[src/source/bus_types_pkg.sv]
/*
 Wishbone classic request and response structs for the engine slave and master ports.
*/
package bus_types_pkg;

    // Payload width on the bus, one full engine payload per beat
    localparam int WB_DAT_W = 46;

    // Destination rides inside dat, so no address field
    typedef struct packed {
        logic                cyc;
        logic                stb;
        logic                we;
        logic [WB_DAT_W-1:0] dat;
    } wb_req_t;

    typedef struct packed {
        logic ack;
    } wb_rsp_t;

endpackage

[src/source/engine_types_pkg.sv]
/*
 Packet, route and credit types shared by the forwarding engine blocks.
 Import with a wildcard in the module header.
*/
package engine_types_pkg;

    // ----------------------------------------------------------------------
    // Engine sizing
    // ----------------------------------------------------------------------
    localparam int NUM_LANES    = 4;
    localparam int LANE_W       = 2;
    localparam int HOPS_W       = 4;
    localparam int SEQ_W        = 8;
    localparam int DATA_W       = 32;

    // FIFO geometry, depth kept a power of two so the pointers wrap freely
    localparam int FIFO_DEPTH   = 16;
    localparam int FIFO_PTR_W   = $clog2(FIFO_DEPTH);
    localparam int FIFO_CNT_W   = FIFO_PTR_W + 1;
    localparam int PROG_THRESH  = 12;

    // Credits per destination lane
    localparam int LANE_CREDITS = 2;
    localparam int CREDIT_W     = 2;

    // ----------------------------------------------------------------------
    // Packet types
    // ----------------------------------------------------------------------
    typedef struct packed {
        logic [LANE_W-1:0] dest;
        logic [HOPS_W-1:0] hops;
        logic [SEQ_W-1:0]  seq_id;
    } packet_route_t;

    typedef struct packed {
        packet_route_t     route;
        logic [DATA_W-1:0] data;
    } engine_payload_t;

    typedef struct packed {
        logic            valid;
        engine_payload_t payload;
    } engine_packet_t;

    typedef logic [NUM_LANES-1:0] lane_mask_t;

    typedef enum logic [1:0] {
        ISSUE_IDLE,
        ISSUE_WAIT_CREDIT,
        ISSUE_BUS_CYCLE
    } issue_state_t;

endpackage
[src/source/engine_forward_top.sv]
/*
 Forwarding engine top level. Registers the reset, wires the generator, the
 credit tracker and the issue block together, and reports done when drained.
*/
module engine_forward_top
    import engine_types_pkg::*;
    import bus_types_pkg::*;
(
    input  logic       ap_clk,
    input  logic       areset,
    input  wb_req_t    in_req,
    output wb_rsp_t    in_rsp,
    output wb_req_t    out_req,
    input  wb_rsp_t    out_rsp,
    input  lane_mask_t lane_release,
    output logic       done
);

    logic           areset_generator;
    engine_packet_t req_head;
    logic           req_pop;
    lane_mask_t     take_lane;
    lane_mask_t     lane_ready;
    logic           generator_idle;
    logic           issue_idle;
    logic           done_q1;
    logic           done_q2;

    // Single reset register fanned out to all blocks
    always_ff @(posedge ap_clk) begin
        areset_generator <= areset;
    end

    // ----------------------------------------------------------------------
    // Done, two cycles behind the idle flags
    // ----------------------------------------------------------------------
    always_ff @(posedge ap_clk) begin
        if (areset_generator) begin
            done_q1 <= 1'b0;
            done_q2 <= 1'b0;
        end else begin
            done_q1 <= generator_idle & issue_idle;
            done_q2 <= done_q1;
        end
    end

    assign done = done_q2;

    forward_generator u_forward_generator (
        .ap_clk           (ap_clk),
        .areset_generator (areset_generator),
        .in_req           (in_req),
        .in_rsp           (in_rsp),
        .req_head         (req_head),
        .req_pop          (req_pop),
        .idle             (generator_idle)
    );

    lane_credit_tracker u_lane_credit_tracker (
        .ap_clk           (ap_clk),
        .areset_generator (areset_generator),
        .take_lane        (take_lane),
        .lane_release     (lane_release),
        .lane_ready       (lane_ready)
    );

    request_issue u_request_issue (
        .ap_clk           (ap_clk),
        .areset_generator (areset_generator),
        .req_head         (req_head),
        .lane_ready       (lane_ready),
        .req_pop          (req_pop),
        .take_lane        (take_lane),
        .out_req          (out_req),
        .out_rsp          (out_rsp),
        .idle             (issue_idle)
    );

endmodule

[src/source/request_issue.sv]
/*
 Issues the request FIFO head on the Wishbone master port once its lane has
 a credit. Strict order, so a blocked head stalls everything behind it.
*/
module request_issue
    import engine_types_pkg::*;
    import bus_types_pkg::*;
(
    input  logic           ap_clk,
    input  logic           areset_generator,
    input  engine_packet_t req_head,
    input  lane_mask_t     lane_ready,
    output logic           req_pop,
    output lane_mask_t     take_lane,
    output wb_req_t        out_req,
    input  wb_rsp_t        out_rsp,
    output logic           idle
);

    issue_state_t      state_q;
    logic [LANE_W-1:0] dest;
    logic              dest_ready;
    logic              start;
    wb_req_t           out_req_q;

    // ----------------------------------------------------------------------
    // Head decode
    // ----------------------------------------------------------------------
    assign dest       = req_head.payload.route.dest;
    assign dest_ready = lane_ready[dest];

    // Launch from idle or after a credit wait
    assign start = req_head.valid & dest_ready &
                   ((state_q == ISSUE_IDLE) | (state_q == ISSUE_WAIT_CREDIT));

    assign take_lane = start ? (lane_mask_t'(1) << dest) : '0;
    assign req_pop   = (state_q == ISSUE_BUS_CYCLE) & out_rsp.ack;

    // ----------------------------------------------------------------------
    // Issue FSM and bus master
    // ----------------------------------------------------------------------
    always_ff @(posedge ap_clk) begin
        if (areset_generator) begin
            state_q       <= ISSUE_IDLE;
            out_req_q.cyc <= 1'b0;
            out_req_q.stb <= 1'b0;
            out_req_q.we  <= 1'b0;
        end else begin
            case (state_q)
                ISSUE_IDLE, ISSUE_WAIT_CREDIT: begin
                    if (start) begin
                        state_q       <= ISSUE_BUS_CYCLE;
                        out_req_q.cyc <= 1'b1;
                        out_req_q.stb <= 1'b1;
                        out_req_q.we  <= 1'b1;
                    end else if (req_head.valid) begin
                        state_q <= ISSUE_WAIT_CREDIT;
                    end else begin
                        state_q <= ISSUE_IDLE;
                    end
                end
                ISSUE_BUS_CYCLE: begin
                    // Single-beat cycle ends on ack
                    if (out_rsp.ack) begin
                        state_q       <= ISSUE_IDLE;
                        out_req_q.cyc <= 1'b0;
                        out_req_q.stb <= 1'b0;
                        out_req_q.we  <= 1'b0;
                    end
                end
                default: begin
                    state_q <= ISSUE_IDLE;
                end
            endcase
        end
        if (start) begin
            out_req_q.dat <= req_head.payload;
        end
    end

    assign out_req = out_req_q;
    assign idle    = (state_q == ISSUE_IDLE);

    // The open request carries the head that its ack will pop
    assert property (@(posedge ap_clk) disable iff (areset_generator)
        out_req.stb |-> req_head.valid && out_req.dat == req_head.payload)
        else $error("request_issue: request does not match the FIFO head");

endmodule

[src/source/lane_credit_tracker.sv]
/*
 Per-lane credit counters. A credit is taken when the issue block starts a
 bus cycle and returned one cycle after the lane signals a release.
*/
module lane_credit_tracker
    import engine_types_pkg::*;
(
    input  logic       ap_clk,
    input  logic       areset_generator,
    input  lane_mask_t take_lane,
    input  lane_mask_t lane_release,
    output lane_mask_t lane_ready
);

    lane_mask_t          release_q;
    logic [CREDIT_W-1:0] credit_q [NUM_LANES];

    always_ff @(posedge ap_clk) begin
        if (areset_generator) begin
            release_q <= '0;
        end else begin
            release_q <= lane_release;
        end
    end

    // ----------------------------------------------------------------------
    // One counter per lane
    // ----------------------------------------------------------------------
    for (genvar lane = 0; lane < NUM_LANES; lane++) begin : g_lane
        always_ff @(posedge ap_clk) begin
            if (areset_generator) begin
                credit_q[lane] <= CREDIT_W'(LANE_CREDITS);
            end else begin
                // Take and return together cancel out
                case ({take_lane[lane], release_q[lane]})
                    2'b10:   credit_q[lane] <= credit_q[lane] - 1'b1;
                    2'b01:   credit_q[lane] <= credit_q[lane] + 1'b1;
                    default: credit_q[lane] <= credit_q[lane];
                endcase
            end
        end

        assign lane_ready[lane] = |credit_q[lane];

        assert property (@(posedge ap_clk) disable iff (areset_generator)
            take_lane[lane] |-> credit_q[lane] != '0)
            else $error("lane_credit_tracker: take on lane %0d without credit", lane);
        assert property (@(posedge ap_clk) disable iff (areset_generator)
            release_q[lane] && !take_lane[lane] |-> credit_q[lane] < CREDIT_W'(LANE_CREDITS))
            else $error("lane_credit_tracker: release above limit on lane %0d", lane);
    end

endmodule

[src/source/forward_generator.sv]
/*
 Wishbone slave intake, input FIFO, hop-decrement stage and request FIFO.
 The request FIFO head is offered to the issue block and popped on req_pop.
*/
module forward_generator
    import engine_types_pkg::*;
    import bus_types_pkg::*;
(
    input  logic           ap_clk,
    input  logic           areset_generator,
    input  wb_req_t        in_req,
    output wb_rsp_t        in_rsp,
    output engine_packet_t req_head,
    input  logic           req_pop,
    output logic           idle
);

    logic            ack_q;
    engine_payload_t in_dout;
    logic            in_empty;
    logic            in_prog_full;
    logic            in_pop;
    engine_payload_t req_dout;
    logic            req_empty;
    logic            req_prog_full;
    engine_packet_t  stage_q;

    // ----------------------------------------------------------------------
    // Slave intake
    // ----------------------------------------------------------------------
    // One ack per request and none while the input FIFO is nearly full
    always_ff @(posedge ap_clk) begin
        if (areset_generator) begin
            ack_q <= 1'b0;
        end else begin
            ack_q <= in_req.cyc & in_req.stb & in_req.we & ~ack_q & ~in_prog_full;
        end
    end

    assign in_rsp = '{ack: ack_q};

    packet_fifo input_fifo (
        .ap_clk           (ap_clk),
        .areset_generator (areset_generator),
        .din              (engine_payload_t'(in_req.dat)),
        .wr_en            (ack_q),
        .rd_en            (in_pop),
        .dout             (in_dout),
        .empty            (in_empty),
        .prog_full        (in_prog_full)
    );

    // ----------------------------------------------------------------------
    // Hop stage
    // ----------------------------------------------------------------------
    assign in_pop = ~in_empty & ~req_prog_full;

    always_ff @(posedge ap_clk) begin
        stage_q.payload             <= in_dout;
        stage_q.payload.route.hops  <= in_dout.route.hops - HOPS_W'(1);
        if (areset_generator) begin
            stage_q.valid <= 1'b0;
        end else begin
            // Zero-hop packets end here
            stage_q.valid <= in_pop & (|in_dout.route.hops);
        end
    end

    packet_fifo request_fifo (
        .ap_clk           (ap_clk),
        .areset_generator (areset_generator),
        .din              (stage_q.payload),
        .wr_en            (stage_q.valid),
        .rd_en            (req_pop),
        .dout             (req_dout),
        .empty            (req_empty),
        .prog_full        (req_prog_full)
    );

    assign req_head = '{valid: ~req_empty, payload: req_dout};
    assign idle     = in_empty & req_empty & ~stage_q.valid;

    // An acked write is still held on the bus when its payload is pushed
    assert property (@(posedge ap_clk) disable iff (areset_generator)
        in_rsp.ack |-> in_req.cyc && in_req.stb && in_req.we)
        else $error("forward_generator: ack without an open write request");

endmodule

[src/source/packet_fifo.sv]
/*
 Synchronous first-word-fall-through FIFO of engine payloads.
 The head shows on dout whenever empty is low; prog_full warns the writer early.
*/
module packet_fifo
    import engine_types_pkg::*;
(
    input  logic            ap_clk,
    input  logic            areset_generator,
    input  engine_payload_t din,
    input  logic            wr_en,
    input  logic            rd_en,
    output engine_payload_t dout,
    output logic            empty,
    output logic            prog_full
);

    engine_payload_t         mem [FIFO_DEPTH];
    logic [FIFO_PTR_W-1:0]   wr_ptr_q;
    logic [FIFO_PTR_W-1:0]   rd_ptr_q;
    logic [FIFO_CNT_W-1:0]   count_q;
    logic                    full;

    // Pointers and fill level
    always_ff @(posedge ap_clk) begin
        if (areset_generator) begin
            wr_ptr_q <= '0;
            rd_ptr_q <= '0;
            count_q  <= '0;
        end else begin
            if (wr_en) begin
                wr_ptr_q <= wr_ptr_q + 1'b1;
            end
            if (rd_en) begin
                rd_ptr_q <= rd_ptr_q + 1'b1;
            end
            case ({wr_en, rd_en})
                2'b10:   count_q <= count_q + 1'b1;
                2'b01:   count_q <= count_q - 1'b1;
                default: count_q <= count_q;
            endcase
        end
    end

    // Storage
    always_ff @(posedge ap_clk) begin
        if (wr_en) begin
            mem[wr_ptr_q] <= din;
        end
    end

    assign dout      = mem[rd_ptr_q];
    assign empty     = (count_q == '0);
    assign full      = (count_q == FIFO_CNT_W'(FIFO_DEPTH));
    assign prog_full = (count_q >= FIFO_CNT_W'(PROG_THRESH));

    // Writers must respect prog_full, readers must respect empty
    assert property (@(posedge ap_clk) disable iff (areset_generator) wr_en |-> !full)
        else $error("packet_fifo: write while full");
    assert property (@(posedge ap_clk) disable iff (areset_generator) rd_en |-> !empty)
        else $error("packet_fifo: read while empty");

endmodule

[config.mk]
export PLATFORM = sky130hd
export DESIGN_NAME = engine_forward_top
export DESIGN_NICKNAME = d
export VERILOG_FILES = /design/src/source/bus_types_pkg.sv /design/src/source/engine_types_pkg.sv /design/src/source/engine_forward_top.sv /design/src/source/request_issue.sv /design/src/source/lane_credit_tracker.sv /design/src/source/forward_generator.sv /design/src/source/packet_fifo.sv
export SDC_FILE = /design/constraint.sdc
export NUM_CORES = 1
export LEC_CHECK = 0
export BUFFER_PORTS_ARGS = -buffer_cell sky130_fd_sc_hd__buf_4
export CAP_MARGIN = 20
export CORE_MARGIN = 3
export CORE_UTILIZATION = 40
export DETAILED_ROUTE_END_ITERATION = 12
export SETUP_SLACK_MARGIN = 0.02
export SKIP_LAST_GASP = 1
export SLEW_MARGIN = 20
export SYNTH_ARGS = -nofsm -noshare
export SYNTH_HDL_FRONTEND = slang
export SYNTH_HIERARCHICAL = 1
export SYNTH_SLANG_ARGS = --single-unit
[constraint.sdc]
create_clock -name ap_clk -period 9.15 [get_ports ap_clk]
set_clock_uncertainty 0.15 [all_clocks]
set_input_delay 0.915 -clock ap_clk [delete_from_list [all_inputs] [get_ports ap_clk]]
set_output_delay 0.915 -clock ap_clk [all_outputs]
set_load 0.05 [all_outputs]
==> results.json, run 1 <==
{
  "crit_chain": "buf_4 -> mux4_2 -> mux4_2 -> mux4_2 -> and2_2 -> buf_4",
  "initial_core_util_pct": 40.4,
  "hp-start": "areset",
  "avgSynthCellArea_um2": 24.7,
  "die_h_um": 396,
  "gp_congestion": 0.720,
  "grt_usage_pct": 16.7,
  "synthDistinctLibCells": 48,
  "syn_area_um2": 60700,
  "fin_nets": 2743,
  "slowest_stage": "dfxtp_4",
  "hold_violations": 0,
  "tightestPinTransition_ns": 1.09,
  "ios": 107,
  "grtUsageMet2_pct": 29.5,
  "clock_latency_ns": 0.76,
  "ir_drop_uv": 203,
  "rows": 142,
  "hp-class": "in2reg",
  "critical-path-max-stage-delay_ns": 0.90,
  "drt_iter0_markers": 2340,
  "synth_area_leaders": "edfxtp_1, mux4_2, dfxtp_1, mux4_1, ha_1",
  "cpMostUsedCell": "mux4_2",
  "async_reset_ff_share_pct": 0,
  "slew_violations": 0,
  "cts_buffers": 161,
  "cp-end-kind": "register",
  "met3_usage_pct": 3.24,
  "grt_start_max_net_pins": 132,
  "post-cts-setup-buffers": 0,
  "rsz0062_at_grt": "false",
  "relSlewSlack_pct": 27.1,
  "area_growth_syn_to_layout_pct": 13.6,
  "status": "complete, no violations",
  "setup_violations": 0,
  "drt_pass1_iterations": 7,
  "die_area_um2": 157000,
  "busiest_layer": "met2",
  "synth_ff_type": "edfxtp_1",
  "post-route-drc-count": 0,
  "p_leak_nw": 21.3,
  "p_per_area_nw_per_um2": 279,
  "fmax_mhz": 206,
  "hold_buffers": 0,
  "crit_fanout": 69,
  "instances_no_fill": 4817,
  "htreeDepth": 4,
  "synth_top_area_share_pct": 75.4,
  "cts_sinks": 1618,
  "arrival_ns": 5.10,
  "clk_pin_slew_ns": 0.06,
  "cts_resized": 0,
  "routed_wirelength_um": 130000,
  "hold_slack_ns": 0.112,
  "critical_path_required_ns": 9.39,
  "most-common-layout-cells": "edfxtp_1, mux4_2, clkbuf_16",
  "critical_path_class": "reg2reg",
  "drive_gt1_share_pct": 31.4,
  "via_count": 25900,
  "max_cap_viol_count": 0,
  "ant_nets": 0,
  "dieWidth_um": 396,
  "yosys_warnings": 6,
  "cpLargestDelayFamily": "buffers and inverters",
  "yosysSeqAreaShare_pct": 78.5,
  "grt_pass1_wl_um": 191000,
  "grt_overflow_total": 0,
  "cts_tree": "done",
  "avgViaCountPerCell": 5.37,
  "routedWlPerCell_um": 27.0,
  "syn_inst": 2457,
  "fin_crit_ns": 4.86,
  "io_buffers": 106,
  "yosysTopAreaCell": "edfxtp_1",
  "cp-start-kind": "register",
  "placed_cells": 4512,
  "core_um2": 150000,
  "synth-edff-count": 1526,
  "first_global_vias": 27900,
  "post-route-period-util_pct": 53.1,
  "met1_usage_pct": 21.0,
  "cts_root_buffer": "clkbuf_16",
  "tns_ns": 0,
  "path_buf_inv": 2,
  "synth-seq-cells": 1618,
  "antenna_found_initial": 20,
  "clockBufferDepth": 3,
  "dp_hpwl_um": 65300,
  "synth_fp_nets": 2541,
  "final_common_cell": "edfxtp_1"
}
-- Yosys cell counts (3+ instances only) --
cell type,instances
ha_1,28
xor2_1,16
and3b_1,3
nor2b_1,14
nor3_1,11
nor2_1,37
nor3b_1,3
nand2_1,10
o21ai_0,11
and2_1,32
nand4_1,4
mux2i_1,6
xnor2_1,5
mux4_2,429
mux2_2,4
mux4_1,32
buf_12,12
buf_6,18
a31oi_1,3
nand3b_1,6
o21ai_1,4
clkbuf_1,30
buf_2,13
dfxtp_1,92
buf_4,10
inv_1,32
buf_1,28
edfxtp_1,1526
a21oi_1,10
or3_1,4
-- final cells by class --
type | count | area (µm²)
Timing Repair Buffer | 150 | 1160
Multi-Input combinational cell | 695 | 12200
Fill cell | 12200 | 81300
Clock inverter | 92 | 912
Tap cell | 2016 | 2520
Inverter | 33 | 124
Antenna cell | 5 | 12.5
Clock buffer | 208 | 4370
Sequential cell | 1618 | 47700
-- logic make-up (layout without fill, tap and decap cells) --
| kind of cell | count (synthesis) | in the layout | share of synthesized area (%) |
|---|---|---|---|
| xor+xnor | 21 | 21 | 0.303 |
| other cells | 0 | 5 | 0 |
| fa+ha+maj | 28 | 28 | 0.577 |
| mux | 471 | 471 | 17.5 |
| simple gates | 138 | 138 | 1.29 |
| buf+inv | 144 | 483 | 1.52 |
| compound gates | 37 | 37 | 0.375 |
| flops | 1618 | 1618 | 78.5 |
-- sequential cells by signal (all words and copies together) (netlist names), 2 cells and up, named ones only --
register and count:
u_lane_credit_tracker/release_q 4, u_forward_generator/request_fifo/rd_ptr_q 4, u_forward_generator/stage_q 47, u_forward_generator/input_fifo/count_q 5, u_forward_generator/request_fifo/mem 736, u_forward_generator/input_fifo/mem 736
u_request_issue/state_q 2, u_forward_generator/request_fifo/count_q 5, u_lane_credit_tracker/credit_q 8, u_forward_generator/input_fifo/wr_ptr_q 4, u_forward_generator/input_fifo/rd_ptr_q 4, u_forward_generator/request_fifo/wr_ptr_q 4
u_request_issue/out_req 47
-- where the power goes --
| group | internal (mW) | switching (mW) | total [mW] |
|---|---|---|---|
| combinational | 1.34 | 1.57 | 2.91 |
| clock | 3.81 | 2.70 | 6.51 |
| sequential | 9.14 | 0.710 | 9.85 |
| total | 14.3 | 4.98 | 19.3 |
-- worst reg2reg max path: cells and delay by family, from the launching register on --
kind                   cells  cell delay [ns]
buffers and inverters      2             1.54
DFF                        1             0.90
muxes                      3             1.52
and+or+nand+nor            1             0.31
-- metal layers --
| metal | vias up | share of wire (%) |
|---|---|---|
| met5 | - | 0.062 |
| met4 | 12 | 2.2 |
| li1 | 10900 | - |
| met3 | 199 | 5.0 |
| met2 | 644 | 53 |
| met1 | 14100 | 40 |
-- through the flow --
| step | util, % | power, mW | setup slack [ns] | cell area, µm² |
|---|---|---|---|---|
| 2_1_floorplan | - | 12.0 | 5.74 | 60700 |
| 5_1_grt | 45.9 | 20.0 | 3.93 | 69000 |
| 6_report | 45.9 | 19.3 | 4.29 | 69000 |
| 4_1_cts | 45.9 | 19.5 | 4.10 | 69000 |
| 3_3_place_gp | 42.4 | 12.8 | 4.24 | 63700 |
| 3_5_place_dp | 42.4 | 13.0 | 4.13 | 63700 |
-- worst paths after layout --
path	cells after the start	slack [ns]	end
worst max-delay path	6	4.29	u_request_issue/out_req[13]
worst min-delay path	1	0.11	areset_generator
worst max register to register	6	4.29	u_request_issue/out_req[13]
worst min register to register	1	0.30	done
No activity file was read; power rests on OpenSTA's default activity.
==> run 2: changes to the inputs <==
Clock period 9.15 ns to 4.9 ns, I/O delays scaled along.
==> results.json, run 2 (synthesized netlist as in run 1, its figures left out) <==
{
  "status": "complete, no violations",
  "cpLargestDelayFamily": "multiplexers",
  "avgViaCountPerCell": 5.36,
  "slowest_stage": "dfxtp_4",
  "cp-end-kind": "register",
  "ios": 107,
  "setup_violations": 0,
  "busiest_layer": "met2",
  "holdPathStages": 2,
  "p_leak_nw": 21.7,
  "clk_pin_slew_ns": 0.06,
  "met3_usage_pct": 3.56,
  "cts_buffers": 158,
  "critical_path_class": "reg2reg",
  "reg2reg_to": "u_lane_credit_tracker/credit_q[1][1]",
  "drt_pass1_iterations": 5,
  "p_per_area_nw_per_um2": 518,
  "fmax_mhz": 296,
  "placed_cells": 4537,
  "worst-r2r-cell-count": 6,
  "cts_root_buffer": "clkbuf_16",
  "tns_ns": 0,
  "via_count": 26200,
  "tightestPinTransition_ns": 1.14,
  "fin_util_pct": 46.4,
  "post-place-ws_ns": 1.48,
  "cts_tree": "done",
  "post-route-drc-count": 0,
  "grt_usage_pct": 17.0,
  "fin_crit_ns": 3.38,
  "reg.largest.list": "u_forward_generator/input_fifo/mem: 736 flops, u_forward_generator/request_fifo/mem: 736 flops",
  "post-route-period-util_pct": 69.1,
  "hold_end": "areset_generator",
  "dieWidth_um": 396,
  "hp-start": "areset",
  "rows": 142,
  "dp_hpwl_um": 73000,
  "grtUsageMet2_pct": 29.6,
  "most-common-layout-cells": "edfxtp_1, mux4_2, clkbuf_16",
  "crit_chain": "mux4_1 -> mux4_2 -> and4b_2 -> inv_1 -> ha_1 -> o21ai_0",
  "fillCellCount": 12200,
  "ant_nets": 0,
  "path_buf_inv": 1,
  "area_growth_syn_to_layout_pct": 14.9,
  "cts_sinks": 1618,
  "drive_gt1_share_pct": 31.3,
  "slew_violations": 0,
  "routed_wirelength_um": 132000,
  "reg2reg_slack_ns": 1.52,
  "io_buffers": 106,
  "cp-start-kind": "register",
  "initial_core_util_pct": 40.4,
  "hp-class": "in2reg",
  "clockBufferDepth": 3,
  "crit_fanout": 30,
  "setup_ws_ns": 1.52,
  "hold_slack_ns": 0.239,
  "htreeDepth": 4,
  "multi_input_area_um2": 12200,
  "die_area_um2": 157000,
  "die_h_um": 396,
  "first_global_vias": 28200,
  "final_common_cell": "edfxtp_1",
  "max_cap_viol_count": 0,
  "instances_no_fill": 4888,
  "grt_start_max_net_pins": 145,
  "critical-path-max-stage-delay_ns": 0.73,
  "hold_violations": 0,
  "core_um2": 150000,
  "fin_nets": 2819,
  "critical_path_required_ns": 5.17,
  "relSlewSlack_pct": 24.2,
  "grt_pass1_wl_um": 194000,
  "arrival_ns": 3.66,
  "rsz0062_at_grt": "false",
  "drt_iter0_markers": 2217,
  "ir_drop_uv": 349,
  "grt_overflow_total": 0,
  "antenna_found_initial": 18,
  "clock_latency_ns": 0.76,
  "met1_usage_pct": 21.7,
  "gp_congestion": 0.750,
  "cts_resized": 0,
  "routedWlPerCell_um": 27.1,
  "register_area_um2": 47700
}
==> run 2: cell types whose count changed in the layout (fill, tap and decap cells not counted), moves of 4 or more <==
| cell | previous run | this run |
|---|---|---|
| buf_12 | 3 | 9 |
| clkinv_2 | 35 | 29 |
| buf_4 | 147 | 166 |
| clkbuf_16 | 164 | 170 |
| inv_6 | 6 | 2 |
| dlygate4sd3_1 | 0 | 54 |
==> run 2: how the worst max path moves through the flow <==
stage | end | slack, ns | cells after the start
after global placement | u_lane_credit_tracker/credit_q[1][1] | 1.54 | 6
after floorplan | u_request_issue/out_req[0] | 1.49 | 6
after CTS | u_request_issue/out_req[19] | 1.48 | 5
final | u_lane_credit_tracker/credit_q[1][1] | 1.52 | 6
after detailed placement | u_request_issue/out_req[19] | 1.48 | 5
after global routing | u_forward_generator/input_fifo/count_q[4] | 1.35 | 10
==> run 2: cell type report <==
type,count,area share (%)
diodes,5,0.0179
multi-input cells,695,17.5
inverters,33,0.177
flip-flops and latches,1618,68.3
clock inverters,78,1.08
repair buffers,229,2.82
well taps,2016,3.61
clock buffers,214,6.50
==> run 2: power breakdown <==
part	internal, mW	switching (mW)
clock network	7.23	4.95
registers	17.1	1.34
logic	2.59	3.00
==> run 2: through the flow <==
step	cell area [µm²]	power, mW
6_report	69800	36.2
5_1_grt	69800	37.6
4_1_cts	69800	36.6
3_5_place_dp	64000	24.4
3_3_place_gp	64000	24.1
2_1_floorplan	60700	22.4
==> run 2: what timing repair did <==
item	CTS	global route
setup buffers	0	0
endpoints found under the hold margin	744	0
hold buffers	54	0
==> run 2: per-layer routing <==
layer  up-vias  routed length (µm)
li1      11100                   -
met1     14200               53000
met2       694               69100
met3       201                7410
met4        10                2950
met5         -                  69
